--- config.mk ---
export PLATFORM = sky130hd
export DESIGN_NAME = cache_dpath
export DESIGN_NICKNAME = d
export VERILOG_FILES = /design/src/hw/cache_pkg.sv /design/src/hw/cache_dpath.sv
export SDC_FILE = /design/constraint.sdc
export NUM_CORES = 2
export LEC_CHECK = 0
export BUFFER_PORTS_ARGS = -buffer_cell sky130_fd_sc_hd__buf_4
export CAP_MARGIN = 5
export CORE_UTILIZATION = 35
export DETAILED_ROUTE_END_ITERATION = 10
export PLACE_DENSITY = 0.53
export SYNTH_ARGS = -nofsm -noshare
export SYNTH_HDL_FRONTEND = slang
export SYNTH_SLANG_ARGS = --single-unit
--- constraint.sdc ---
create_clock -name clk -period 10.25 [get_ports clk]
set_input_delay 0 -clock clk [delete_from_list [all_inputs] [get_ports clk]]
set_output_delay 0 -clock clk [all_outputs]
set_load 0.05 [all_outputs]
--- src/hw/cache_pkg.sv ---
//--------------------------------------------------------------------
// Shared cache definitions: geometry constants, opcode enum,
// cache and memory message structs, control and status structs
//--------------------------------------------------------------------

package cache_pkg;

  //------------------------------------------------------------------
  // Geometry
  //------------------------------------------------------------------

  localparam int LINE_BITS      = 128;                   // Cache line and memory data width
  localparam int ADDR_BITS      = 32;                    // Byte address width
  localparam int WORD_BITS      = 32;                    // Access width of the cache port
  localparam int OPAQUE_BITS    = 8;                     // Tag passed back unchanged to requester
  localparam int LINE_BYTES     = LINE_BITS / 8;         // 16 bytes per line
  localparam int WORDS_PER_LINE = LINE_BITS / WORD_BITS; // 4 words per line
  localparam int OFFSET_BITS    = $clog2(LINE_BYTES);    // Byte offset within a line

  //------------------------------------------------------------------
  // Opcodes
  //------------------------------------------------------------------

  typedef enum logic [1:0] {
    MEM_INIT  = 2'd0,  // Fill cache word, no memory traffic
    MEM_READ  = 2'd1,
    MEM_WRITE = 2'd2
  } mem_op_t;

  //------------------------------------------------------------------
  // Messages
  //------------------------------------------------------------------

  typedef struct packed {
    mem_op_t                op;
    logic [OPAQUE_BITS-1:0] opaque;
    logic [ADDR_BITS-1:0]   addr;
    logic [WORD_BITS-1:0]   data;
  } cache_req_t;   // 74 bits

  typedef struct packed {
    mem_op_t                op;
    logic [OPAQUE_BITS-1:0] opaque;
    logic [WORD_BITS-1:0]   data;    // Zero for init and write
  } cache_resp_t;  // 42 bits

  typedef struct packed {
    mem_op_t              op;        // Read or write only
    logic [ADDR_BITS-1:0] addr;      // Line aligned
    logic [LINE_BITS-1:0] data;
  } mem_req_t;     // 162 bits

  typedef struct packed {
    mem_op_t              op;
    logic [LINE_BITS-1:0] data;
  } mem_resp_t;    // 130 bits

  //------------------------------------------------------------------
  // Controller <-> datapath
  //------------------------------------------------------------------

  typedef struct packed {
    logic req_en;            // Load request register
    logic memresp_en;        // Load refill line register
    logic tag_array_ren;     // Read tag, valid and dirty at index
    logic tag_array_wen;     // Write tag, set valid, dirty from set_dirty
    logic data_array_wen;    // Write data array
    logic refill_sel;        // Line data from memory, not the request word
    logic word_merge;        // Write only the addressed word
    logic read_data_reg_en;  // Capture read word for the response
    logic read_tag_reg_en;   // Capture victim tag
    logic memreq_evict;      // Victim address and write opcode on memreq
    logic set_dirty;         // Dirty value written with the tag
  } cache_ctrl_t;

  typedef struct packed {
    mem_op_t req_op;         // Opcode of the registered request
    logic    tag_match;      // Valid and tag equal
    logic    victim_dirty;   // Indexed line valid and dirty
  } cache_status_t;

endpackage

--- src/hw/cache_dpath.sv ---
//--------------------------------------------------------------------
// Cache datapath: request and refill registers, tag/valid/dirty
// arrays, data array, word merge, read select, message assembly
//--------------------------------------------------------------------

module cache_dpath import cache_pkg::*; #(
  parameter int cache_bytes = 256   // Total capacity in bytes
) (
  input  logic          clk,
  input  logic          reset,

  input  cache_req_t    cachereq,
  output cache_resp_t   cacheresp,

  output mem_req_t      memreq,
  input  mem_resp_t     memresp,

  input  cache_ctrl_t   ctrl,
  output cache_status_t status
);

  localparam int nlines    = cache_bytes / LINE_BYTES;           // Direct mapped, one way
  localparam int idx_bits  = $clog2(nlines);
  localparam int woff_bits = $clog2(WORDS_PER_LINE);             // Word within line
  localparam int byte_bits = OFFSET_BITS - woff_bits;            // Byte within word
  localparam int tag_bits  = ADDR_BITS - idx_bits - OFFSET_BITS;

  //------------------------------------------------------------------
  // Request and refill registers
  //------------------------------------------------------------------

  cache_req_t           req_reg;
  logic [LINE_BITS-1:0] refill_line;   // Line returned by memory
  logic [tag_bits-1:0]  victim_tag;    // Tag of the line being replaced
  logic [WORD_BITS-1:0] read_data;     // Word held for the response

  logic [tag_bits-1:0]  req_tag;
  logic [idx_bits-1:0]  req_idx;
  logic [woff_bits-1:0] req_woff;

  assign req_tag  = req_reg.addr[ADDR_BITS-1 -: tag_bits];
  assign req_idx  = req_reg.addr[OFFSET_BITS +: idx_bits];
  assign req_woff = req_reg.addr[byte_bits +: woff_bits];

  //------------------------------------------------------------------
  // Arrays
  //------------------------------------------------------------------

  logic [tag_bits-1:0]  tag_array  [nlines];
  logic [LINE_BITS-1:0] data_array [nlines];
  logic [nlines-1:0]    valid_bits;
  logic [nlines-1:0]    dirty_bits;

  logic [LINE_BITS-1:0]      rd_line;
  logic [WORD_BITS-1:0]      rd_word;
  logic [LINE_BITS-1:0]      line_wdata;
  logic [WORDS_PER_LINE-1:0] word_en;
  logic                      rd_valid;
  logic                      rd_dirty;

  assign rd_line = data_array[req_idx];
  assign rd_word = rd_line[req_woff*WORD_BITS +: WORD_BITS];

  // Refill writes the whole line, init and write only one word
  assign line_wdata = ctrl.refill_sel ? refill_line : {WORDS_PER_LINE{req_reg.data}};
  assign word_en    = ctrl.word_merge ? (WORDS_PER_LINE'(1) << req_woff) : '1;

  always_ff @(posedge clk) begin
    if (ctrl.req_en) req_reg <= cachereq;
    if (ctrl.memresp_en) refill_line <= memresp.data;
    if (ctrl.read_tag_reg_en) victim_tag <= tag_array[req_idx];
    if (ctrl.read_data_reg_en) read_data <= rd_word;
  end

  // Valid and dirty bits, cleared on reset
  always_ff @(posedge clk) begin
    if (reset) begin
      valid_bits <= '0;
      dirty_bits <= '0;
    end else if (ctrl.tag_array_wen) begin
      valid_bits[req_idx] <= 1'b1;
      dirty_bits[req_idx] <= ctrl.set_dirty;  // Clean after refill or init
    end
  end

  always_ff @(posedge clk) begin
    if (ctrl.tag_array_wen) tag_array[req_idx] <= req_tag;
  end

  always_ff @(posedge clk) begin
    for (int i = 0; i < WORDS_PER_LINE; i++) begin
      if (ctrl.data_array_wen && word_en[i]) begin
        data_array[req_idx][i*WORD_BITS +: WORD_BITS] <= line_wdata[i*WORD_BITS +: WORD_BITS];
      end
    end
  end

  //------------------------------------------------------------------
  // Status to controller
  //------------------------------------------------------------------

  assign rd_valid = ctrl.tag_array_ren && valid_bits[req_idx];
  assign rd_dirty = ctrl.tag_array_ren && dirty_bits[req_idx];

  assign status.req_op       = req_reg.op;
  assign status.tag_match    = rd_valid && (tag_array[req_idx] == req_tag);
  assign status.victim_dirty = rd_valid && rd_dirty;

  //------------------------------------------------------------------
  // Outgoing messages
  //------------------------------------------------------------------

  // Eviction writes the old line back to its own address
  assign memreq.op   = ctrl.memreq_evict ? MEM_WRITE : MEM_READ;
  assign memreq.addr = {(ctrl.memreq_evict ? victim_tag : req_tag), req_idx,
                        {OFFSET_BITS{1'b0}}};
  assign memreq.data = rd_line;

  assign cacheresp.op     = req_reg.op;
  assign cacheresp.opaque = req_reg.opaque;
  assign cacheresp.data   = (req_reg.op == MEM_READ) ? read_data : '0;  // Only reads carry data

endmodule

==> results_dict.tcl <==
set metrics [dict create \
    core_um2 297000 \
    wl_um 319000 \
    ant_nets 0 \
    p_int_uw 19500 \
    die-area_um2 300000 \
    ir_drop_mv 0.168 \
    top_register "data_array" \
    yosys_register_bits 2724 \
    cts_buffer_depth 4 \
    cp_slowest_cell "dfxtp_4" \
    pre_cts_ws_ps 5280 \
    num_vias 53240 \
    clk_pin_slew_ps 60 \
    num_rows 200 \
    cts.sinks 2724 \
    avgSynthCellArea_um2 22.3 \
    gr-total-overflow 0 \
    syn_inst 4685 \
    timing.fmax_mhz 175 \
    start_util 0.352 \
    grt_pass1_wl_um 438000 \
    grt_max_degree 116 \
    p_comb_frac 0.115 \
    worstPathCellList "buf_4, buf_4, mux2_1, o22ai_1, nor3_1, a2111oi_0, a31oi_1, or4b_1, nor4_2, buf_4" \
    synth_area_um2 104000 \
    slew_violations 0 \
    end_kind "output pin" \
    numCtsBuffers 300 \
    insertion_delay_ps 890 \
    hpwl_um 187000 \
    maxCapViolCount 0 \
    switchingPower_uw 6410 \
    synth_most_common_cell "edfxtp_1" \
    final.setup.tns_ps 0 \
    post_cts_resized 0 \
    power.density_nw_per_um2 205 \
    grt_pass1_vias 54098 \
    die_w_um 548 \
    met2RoutedLength_um 155000 \
    die_y_um 548 \
    grt.total_usage 0.211 \
    finalClockSkew_ps 92.2 \
    top_layer "met5" \
    start_kind "flop" \
    worst-path-max-fanout 38 \
    cpPeakStageDelay_ps 850 \
    nNetsFinal 5913 \
    io_buffers 416 \
    power_leakage_uw 0.0410 \
    synth_seq_area_share 0.780 \
    max_slew_margin 0.189 \
    io-pin-count 425 \
    drt-met1-wl_um 130000 \
    fin_crit_ps 5720 \
    hold_violations 0 \
    drt_first_pass_iters 5 \
    finalSetupViolations 0 \
    pwr-share-seq 0.494 \
    drive_gt1_frac 0.302 \
    timing.final.ws_setup_ps 4530 \
    largestRegisters "data_array (2048), tag_array (384), refill_line (128)" \
    p_clk_frac 0.391 \
    routed-wl-met3_um 21700 \
    cp.required_ps 10250 \
    hold_path.class "in2reg" \
    status "completed" \
    cts_tree "done" \
    synthToLayoutAreaGrowth_pct 21.0 \
    synthDistinctLibCells 66 \
    synth_common_cells "edfxtp_1 (2688), mux4_2 (733), nand2_1 (409), nor2_1 (146), clkbuf_1 (139)" \
    synth_top_flop_cell "edfxtp_1" \
    cp_top_family "buffers and inverters" \
    vias_per_cell 5.39 \
    largest_reg_flops 2048 \
    rsz0062_at_grt "no" \
    hold_slack_ps 83.5 \
    drtIter0Drc 5666 \
    cp.arrival_ps 5720 \
    antenna_found_initial 41 \
    synth-edff-count 2688 \
    yosys.area.top_type "edfxtp_1" \
    p_sw_frac 0.248 \
    ys_top_cells_by_area "edfxtp_1 (77%), mux4_2 (16%), nand2_1 (1.5%)" \
    synthArstFlopShare 0 \
    route.detailed.drc 0 \
    cts.htree.levels 5 \
    power_uw 25900 \
    path_common_cell "buf_4" \
    critPathBufInv 3 \
    yosys_warnings 0 \
    final.period_utilization 0.558 \
    root_buffer "clkbuf_16" \
    criticalPathCategory "reg2out" \
    synth_top_area_share 0.773 \
    gp_congestion 0.789 \
    wl_per_cell_um 32.3 \
    tightest_slew_ps 1220 \
]
-- kinds of logic after synthesis --
group                     count (synthesis)  share of synthesized area
AOI/OAI and AO/OA                       131                    0.00843
xor gates and xnor gates                 19                    0.00159
buffers and inverters                   274                     0.0123
DFF                                    2724                      0.780
muxes                                   839                      0.169
other                                     1                  0.0000359
and+or+nand+nor                         697                     0.0284
-- layout make-up --
type                            count  area (µm²)
Fill cell                       25938      171000
Sequential cell                  2724       81500
Multi-Input combinational cell   1690       22300
Timing Repair Buffer              966        8380
Clock buffer                      398        8110
Tap cell                         3939        4930
Clock inverter                    120         962
Antenna cell                       26        65.1
Inverter                           14        60.1
-- repair_timing --
item                                   4_1_cts  5_1_grt
endpoints found under the hold margin      528        0
setup buffers                                0        0
hold buffers                               411        0
-- stage by stage --
step                utilization  instance area, µm²  instances
floorplan                     -              104000       4688
global placement          0.381              113000       8922
detailed placement        0.381              113000       8922
CTS                       0.425              126000       9851
global route              0.425              126000       9871
finish                    0.425              126000       9877
-- worst min-delay path, cell delays in order --
cell	delay, ps
dlygate4sd3_1	530
buf_4	210
mux2i_1	100
nor2_1	70
-- path summary, 6_finish.rpt --
| kind | to | from | cells past startpoint | slack, ps |
|---|---|---|---|---|
| setup / recovery | status[1] | flop | 10 | 4530 |
| hold / removal | dirty_bits[12]$_SDFFE_PP0P_ | ctrl[0] | 4 | 80 |
| setup reg to reg | read_data[12]$_DFFE_PP_ | flop | 6 | 5090 |
| hold reg to reg | valid_bits[6]$_SDFFE_PP0P_ | valid_bits[6]$_SDFFE_PP0P_ | 2 | 470 |
-- power by group through the flow --
stage | combinational [µW] | sequential, µW | clock [µW]
floorplan | 1710 | 12900 | 0
global placement | 2880 | 13000 | 0
detailed placement | 2900 | 13000 | 0
CTS | 3030 | 12800 | 10300
global route | 3120 | 12800 | 10700
finish | 2990 | 12800 | 10100
-- cell usage in the layout, fill, tap and decap left out, types with 5 or more instances in the layout --
cell type / instances
nor2_1: 66
nor2b_1: 8
clkinv_2: 30
dlygate4sd3_1: 411
bufinv_16: 11
a31oi_2: 5
mux4_2: 733
and2_1: 37
a221oi_1: 5
edfxtp_1: 2688
mux2_2: 25
diode_2: 26
clkbuf_1: 86
buf_4: 546
xnor2_1: 11
xor2_1: 8
nand2_1: 409
nor2_4: 80
o22ai_1: 9
buf_12: 7
inv_6: 7
and3_1: 29
clkinv_1: 59
a22oi_1: 14
clkbuf_16: 310
dfxtp_1: 32
nor3_1: 6
o21ai_0: 22
nand2b_1: 35
nand3_1: 10
mux2i_1: 77
inv_1: 11
a21oi_1: 17
clkinv_8: 6
a31oi_1: 24
-- per-layer routing --
| metal | vias to the layer above | GRT usage |
|---|---|---|
| li1 | 21546 | - |
| met1 | 29289 | 0.284 |
| met2 | 1942 | 0.345 |
| met3 | 459 | 0.0349 |
| met4 | 4 | 0.0768 |
| met5 | - | 0 |
Power figures use the tool's default switching activity.
