[config.mk]
export PLATFORM = sky130hd
export DESIGN_NAME = cache_ctrl
export DESIGN_NICKNAME = d
export VERILOG_FILES = /design/src/hw/cache_pkg.sv /design/src/hw/cache_ctrl.sv
export SDC_FILE = /design/constraint.sdc
export NUM_CORES = 1
export LEC_CHECK = 0
export ABC_AREA = 1
export BUFFER_PORTS_ARGS = -buffer_cell sky130_fd_sc_hd__buf_2
export CAP_MARGIN = 10
export CORE_AREA = 8 8 45 47
export DETAILED_ROUTE_END_ITERATION = 10
export DIE_AREA = 0 0 53 55
export PLACE_DENSITY = 0.68
export SETUP_SLACK_MARGIN = 0.3
export SKIP_LAST_GASP = 1
export SYNTH_ARGS = -nofsm -noshare
export SYNTH_HDL_FRONTEND = slang
export SYNTH_SLANG_ARGS = --single-unit
[constraint.sdc]
create_clock -name clk -period 2.8 [get_ports clk]
set_input_delay 0.28 -clock clk [delete_from_list [all_inputs] [get_ports clk]]
set_output_delay 0.28 -clock clk [all_outputs]
set_load 0.005 [all_outputs]
[src/hw/cache_pkg.sv]
//--------------------------------------------------------------------
// Shared cache definitions: geometry constants, opcode enum,
// cache and memory message structs, control and status structs
//--------------------------------------------------------------------

package cache_pkg;

  //------------------------------------------------------------------
  // Geometry
  //------------------------------------------------------------------

  localparam int LINE_BITS      = 128;                   // Cache line and memory data width
  localparam int ADDR_BITS      = 32;                    // Byte address width
  localparam int WORD_BITS      = 32;                    // Access width of the cache port
  localparam int OPAQUE_BITS    = 8;                     // Tag passed back unchanged to requester
  localparam int LINE_BYTES     = LINE_BITS / 8;         // 16 bytes per line
  localparam int WORDS_PER_LINE = LINE_BITS / WORD_BITS; // 4 words per line
  localparam int OFFSET_BITS    = $clog2(LINE_BYTES);    // Byte offset within a line

  //------------------------------------------------------------------
  // Opcodes
  //------------------------------------------------------------------

  typedef enum logic [1:0] {
    MEM_INIT  = 2'd0,  // Fill cache word, no memory traffic
    MEM_READ  = 2'd1,
    MEM_WRITE = 2'd2
  } mem_op_t;

  //------------------------------------------------------------------
  // Messages
  //------------------------------------------------------------------

  typedef struct packed {
    mem_op_t                op;
    logic [OPAQUE_BITS-1:0] opaque;
    logic [ADDR_BITS-1:0]   addr;
    logic [WORD_BITS-1:0]   data;
  } cache_req_t;   // 74 bits

  typedef struct packed {
    mem_op_t                op;
    logic [OPAQUE_BITS-1:0] opaque;
    logic [WORD_BITS-1:0]   data;    // Zero for init and write
  } cache_resp_t;  // 42 bits

  typedef struct packed {
    mem_op_t              op;        // Read or write only
    logic [ADDR_BITS-1:0] addr;      // Line aligned
    logic [LINE_BITS-1:0] data;
  } mem_req_t;     // 162 bits

  typedef struct packed {
    mem_op_t              op;
    logic [LINE_BITS-1:0] data;
  } mem_resp_t;    // 130 bits

  //------------------------------------------------------------------
  // Controller <-> datapath
  //------------------------------------------------------------------

  typedef struct packed {
    logic req_en;            // Load request register
    logic memresp_en;        // Load refill line register
    logic tag_array_ren;     // Read tag, valid and dirty at index
    logic tag_array_wen;     // Write tag, set valid, dirty from set_dirty
    logic data_array_wen;    // Write data array
    logic refill_sel;        // Line data from memory, not the request word
    logic word_merge;        // Write only the addressed word
    logic read_data_reg_en;  // Capture read word for the response
    logic read_tag_reg_en;   // Capture victim tag
    logic memreq_evict;      // Victim address and write opcode on memreq
    logic set_dirty;         // Dirty value written with the tag
  } cache_ctrl_t;

  typedef struct packed {
    mem_op_t req_op;         // Opcode of the registered request
    logic    tag_match;      // Valid and tag equal
    logic    victim_dirty;   // Indexed line valid and dirty
  } cache_status_t;

endpackage

[src/hw/cache_ctrl.sv]
//--------------------------------------------------------------------
// Blocking cache controller FSM: tag check, data access,
// write-back eviction, refill and response handshake
//--------------------------------------------------------------------

module cache_ctrl import cache_pkg::*; (
  input  logic          clk,
  input  logic          reset,

  input  logic          cachereq_val,
  output logic          cachereq_rdy,

  output logic          cacheresp_val,
  input  logic          cacheresp_rdy,

  output logic          memreq_val,
  input  logic          memreq_rdy,

  input  logic          memresp_val,
  output logic          memresp_rdy,

  input  cache_status_t status,
  output cache_ctrl_t   ctrl
);

  //------------------------------------------------------------------
  // State register
  //------------------------------------------------------------------

  typedef enum logic [3:0] {
    IDLE,
    TAG_CHECK,
    INIT_DATA_ACCESS,
    READ_DATA_ACCESS,
    WRITE_DATA_ACCESS,
    EVICT_REQUEST,
    EVICT_WAIT,
    REFILL_REQUEST,
    REFILL_WAIT,
    REFILL_UPDATE,
    WAIT
  } state_t;

  state_t state_reg;
  state_t state_next;

  always_ff @(posedge clk) begin
    if (reset) begin
      state_reg <= IDLE;
    end else begin
      state_reg <= state_next;
    end
  end

  //------------------------------------------------------------------
  // Next state
  //------------------------------------------------------------------

  always_comb begin
    state_next = state_reg;
    case (state_reg)
      IDLE:              if (cachereq_val) state_next = TAG_CHECK;
      TAG_CHECK: begin
        if (status.req_op == MEM_INIT) begin
          state_next = INIT_DATA_ACCESS;          // Init never misses
        end else if (status.tag_match) begin
          state_next = (status.req_op == MEM_WRITE) ? WRITE_DATA_ACCESS : READ_DATA_ACCESS;
        end else if (status.victim_dirty) begin
          state_next = EVICT_REQUEST;             // Write back first
        end else begin
          state_next = REFILL_REQUEST;
        end
      end
      INIT_DATA_ACCESS:  state_next = WAIT;
      READ_DATA_ACCESS:  state_next = WAIT;
      WRITE_DATA_ACCESS: state_next = WAIT;
      EVICT_REQUEST:     if (memreq_rdy) state_next = EVICT_WAIT;
      EVICT_WAIT:        if (memresp_val) state_next = REFILL_REQUEST;
      REFILL_REQUEST:    if (memreq_rdy) state_next = REFILL_WAIT;
      REFILL_WAIT:       if (memresp_val) state_next = REFILL_UPDATE;
      REFILL_UPDATE: begin
        // Line now present, finish the original access
        state_next = (status.req_op == MEM_WRITE) ? WRITE_DATA_ACCESS : READ_DATA_ACCESS;
      end
      WAIT:              if (cacheresp_rdy) state_next = IDLE;
      default:           state_next = IDLE;
    endcase
  end

  //------------------------------------------------------------------
  // Output table
  //------------------------------------------------------------------

  typedef struct packed {
    logic        cachereq_rdy;
    logic        cacheresp_val;
    logic        memreq_val;
    logic        memresp_rdy;
    cache_ctrl_t ctrl;
  } cs_t;

  cs_t cs;

  function automatic cs_t cs_row(
    input logic rq_rdy, input logic rs_val, input logic mq_val, input logic ms_rdy,
    input logic req,    input logic mrsp,   input logic tren,   input logic twen,
    input logic dwen,   input logic rsel,   input logic merge,  input logic rden,
    input logic tgen,   input logic evict,  input logic dirty
  );
    cs_t row;
    row.cachereq_rdy          = rq_rdy;
    row.cacheresp_val         = rs_val;
    row.memreq_val            = mq_val;
    row.memresp_rdy           = ms_rdy;
    row.ctrl.req_en           = req;
    row.ctrl.memresp_en       = mrsp;
    row.ctrl.tag_array_ren    = tren;
    row.ctrl.tag_array_wen    = twen;
    row.ctrl.data_array_wen   = dwen;
    row.ctrl.refill_sel       = rsel;
    row.ctrl.word_merge       = merge;
    row.ctrl.read_data_reg_en = rden;
    row.ctrl.read_tag_reg_en  = tgen;
    row.ctrl.memreq_evict     = evict;
    row.ctrl.set_dirty        = dirty;
    return row;
  endfunction

  always_comb begin
    case (state_reg)
      //                        rq rs mq ms  req           mr tr tw dw rs wm rd tg ev dy
      IDLE:              cs = cs_row(1, 0, 0, 0, cachereq_val, 0, 0, 0, 0, 0, 0, 0, 0, 0, 0);
      TAG_CHECK:         cs = cs_row(0, 0, 0, 0, 0,            0, 1, 0, 0, 0, 0, 0, 1, 0, 0);
      INIT_DATA_ACCESS:  cs = cs_row(0, 0, 0, 0, 0,            0, 0, 1, 1, 0, 1, 0, 0, 0, 0);
      READ_DATA_ACCESS:  cs = cs_row(0, 0, 0, 0, 0,            0, 0, 0, 0, 0, 0, 1, 0, 0, 0);
      WRITE_DATA_ACCESS: cs = cs_row(0, 0, 0, 0, 0,            0, 0, 1, 1, 0, 1, 0, 0, 0, 1);
      EVICT_REQUEST:     cs = cs_row(0, 0, 1, 0, 0,            0, 0, 0, 0, 0, 0, 0, 0, 1, 0);
      EVICT_WAIT:        cs = cs_row(0, 0, 0, 1, 0,            0, 0, 0, 0, 0, 0, 0, 0, 0, 0);
      REFILL_REQUEST:    cs = cs_row(0, 0, 1, 0, 0,            0, 0, 0, 0, 0, 0, 0, 0, 0, 0);
      REFILL_WAIT:       cs = cs_row(0, 0, 0, 1, 0,            1, 0, 0, 0, 0, 0, 0, 0, 0, 0);
      REFILL_UPDATE:     cs = cs_row(0, 0, 0, 0, 0,            0, 0, 1, 1, 1, 0, 0, 0, 0, 0);
      WAIT:              cs = cs_row(0, 1, 0, 0, 0,            0, 0, 0, 0, 0, 0, 0, 0, 0, 0);
      default:           cs = cs_row(0, 0, 0, 0, 0,            0, 0, 0, 0, 0, 0, 0, 0, 0, 0);
    endcase
  end

  // Unpack the selected row
  assign cachereq_rdy  = cs.cachereq_rdy;
  assign cacheresp_val = cs.cacheresp_val;
  assign memreq_val    = cs.memreq_val;
  assign memresp_rdy   = cs.memresp_rdy;
  assign ctrl          = cs.ctrl;

endmodule

==> results.toml <==
[yosys]
synth_xor_area_frac = 0
syn_inst = 93
avgSynthCellArea_sq_um = 5.46
synthMuxAreaShare = 0
ys_types = 20
synth_nets = 103
synthSimpleGateAreaFrac = 0.586
synthAdderAreaFrac = 0
synth_top_family_by_area = "simple AND/OR/NAND/NOR gates"
ys_ff_latch = 4
yosysWarnings = 0
synth_compound_area_frac = 0.0936
synth-seq-area-share = 0.158
netlist_area_sq_um = 508

[flow_run]
drv_cap = 0

[global_routing]
grt_pass1_wl_um = 2400
grt_max_degree = 7
grt_pass1_vias = 586
antenna_found_initial = 0
grt_use_total = 0.106
overflow = 0

[worst_setup_path]
cp_max_fo = 6
cp.required_ns = 2.52
rr_startpoint = "state_reg[0]"
crit_path_end = "cachereq_rdy"
start_kind = "flop"
r2r_cells = 7
startpoint = "state_reg[0]"
r2r_setup_slack_ns = 1.51
crit_arrival_ns = 1.30
setup.worst_path.class = "reg2out"
crit_path_end_kind = "primary output"
r2r_end = "state_reg[1]"

[clocking]
clock-sinks = 4
worstSkewPairLatency_ns = 0.24
htreeDepth = 1
cts_tree = "built"
cts_buffers = 3
ctsResizeCount = 0
path_clk_slew_ns = 0.04
ctsHoldBuffers = 0
cts.path.max_buffers = 2
post_cts_buffers = 0
cts_root_buf = "clkbuf_4"

[hold_path]
hp-class = "in2reg"

[floorplan]
io_pins = 25
core_sq_um = 1380
initial_core_util = 0.367
die-area_sq_um = 2920
die_y_um = 55
row_count = 14
die_x_um = 53

[timing]
max_freq_ghz = 0.635
finalCritPeriodShare = 0.563
slew_viol_final = 0
tightestPinTransition_ns = 0.228
tns_ns = 0
skew_ns = 0.00714
slew_headroom = 0.846
finalWorstSetupSlack_ns = 1.22
setup-violations-final = 0
finalHoldViolCount = 0
period_needed_ns = 1.58
rsz0062_at_grt = "no"

[routing]
ant_nets = 0
drc = 0
vias_per_cell = 4.63
totalWireLength_um = 1430
drt_iter0_drc = 6
wl_per_cell_um = 10.7
drt_pass1_iterations = 4
num_vias = 620

[final_layout]
area_growth_pct = 29.1
diodes = 0
largest_reg_flops = 4
mostFrequentLayoutCell = "nand2_1"
drive_gt1_frac = 0.398
postLayoutCoreUtil = 0.474
final_cell_mix = "nand2_1, buf_2, inv_1, nor2_1, nor2_2"
fin_nets = 130

[place]
io_buffers = 24
dp_slack_ns = 1.48
place_congestion = 0.828
hpwl_um = 1210

[outcome]
status = "finished clean"

[power_and_ir_drop]
power_leakage_nw = 0.415
total_power_uw = 613
max-vdd-ir-drop_mv = 0.366
power_density_nw_per_um2 = 935
## final cells by class
type,instances,area (sq um)
Fill cell,152,728
Multi-Input combinational cell,69,345
Timing Repair Buffer,24,120
Sequential cell,4,80.1
Inverter,18,67.6
Clock buffer,3,22.5
Tap cell,16,20.0
## synthesized netlist by cell type
library cell	n	area [sq um]
a21oi_1	6	30.0
buf_4	2	15.0
clkinv_1	1	3.75
dfxtp_1	4	80.1
inv_1	13	48.8
inv_2	4	15.0
nand2_1	26	97.6
nand2_2	4	25.0
nand2_4	1	11.3
nand3_1	5	25.0
nand3_2	2	20.0
nand3b_1	2	15.0
nor2_1	10	37.5
nor2_2	7	43.8
nor2_4	1	11.3
nor3_1	1	5.00
o21ai_0	1	5.00
o21ai_1	1	5.00
o21bai_1	1	7.51
or2_2	1	6.26
## through the flow
| step | std cells | instance area [sq um] | hold slack, ns |
|---|---|---|---|
| 2_1_floorplan | 93 | 508 | 0.349 |
| 3_3_place_gp | 131 | 633 | 0.490 |
| 3_5_place_dp | 131 | 633 | 0.496 |
| 4_1_cts | 134 | 656 | 0.243 |
| 5_1_grt | 134 | 656 | 0.256 |
| 6_report | 134 | 656 | 0.248 |
## worst max-delay path, cell delays in order (launching register included)
cell	delay [ns]
dfxtp_1	0.37
nor2_2	0.25
inv_1	0.11
nor2_1	0.18
buf_2	0.14
## cell families after synthesis
family | after synthesis
and+or+nand+nor | 60
AOI/OAI and AO/OA | 9
DFF | 4
buffers and inverters | 20
## report_power, final
group	leakage (nW)	switching, mW	total (mW)	internal [mW]
Sequential	0.0327	0.0364	0.115	0.0786
Clock	0.0138	0.0267	0.0748	0.0482
Combinational	0.369	0.261	0.423	0.162
## routing by layer
metal	GRT usage	share of wire
met5	0	0
met4	0.0388	0
met3	0.0267	0.073
met2	0.176	0.46
met1	0.129	0.47
## worst min path at each step
stage	cells past startpoint	start	to
finish	2	reset	state_reg[2]
global route	2	reset	state_reg[0]
CTS	2	reset	state_reg[2]
detailed placement	2	reset	state_reg[2]
floorplan	1	reset	state_reg[0]
global placement	2	reset	state_reg[3]
Note: power is estimated with default switching activity, not from simulation.
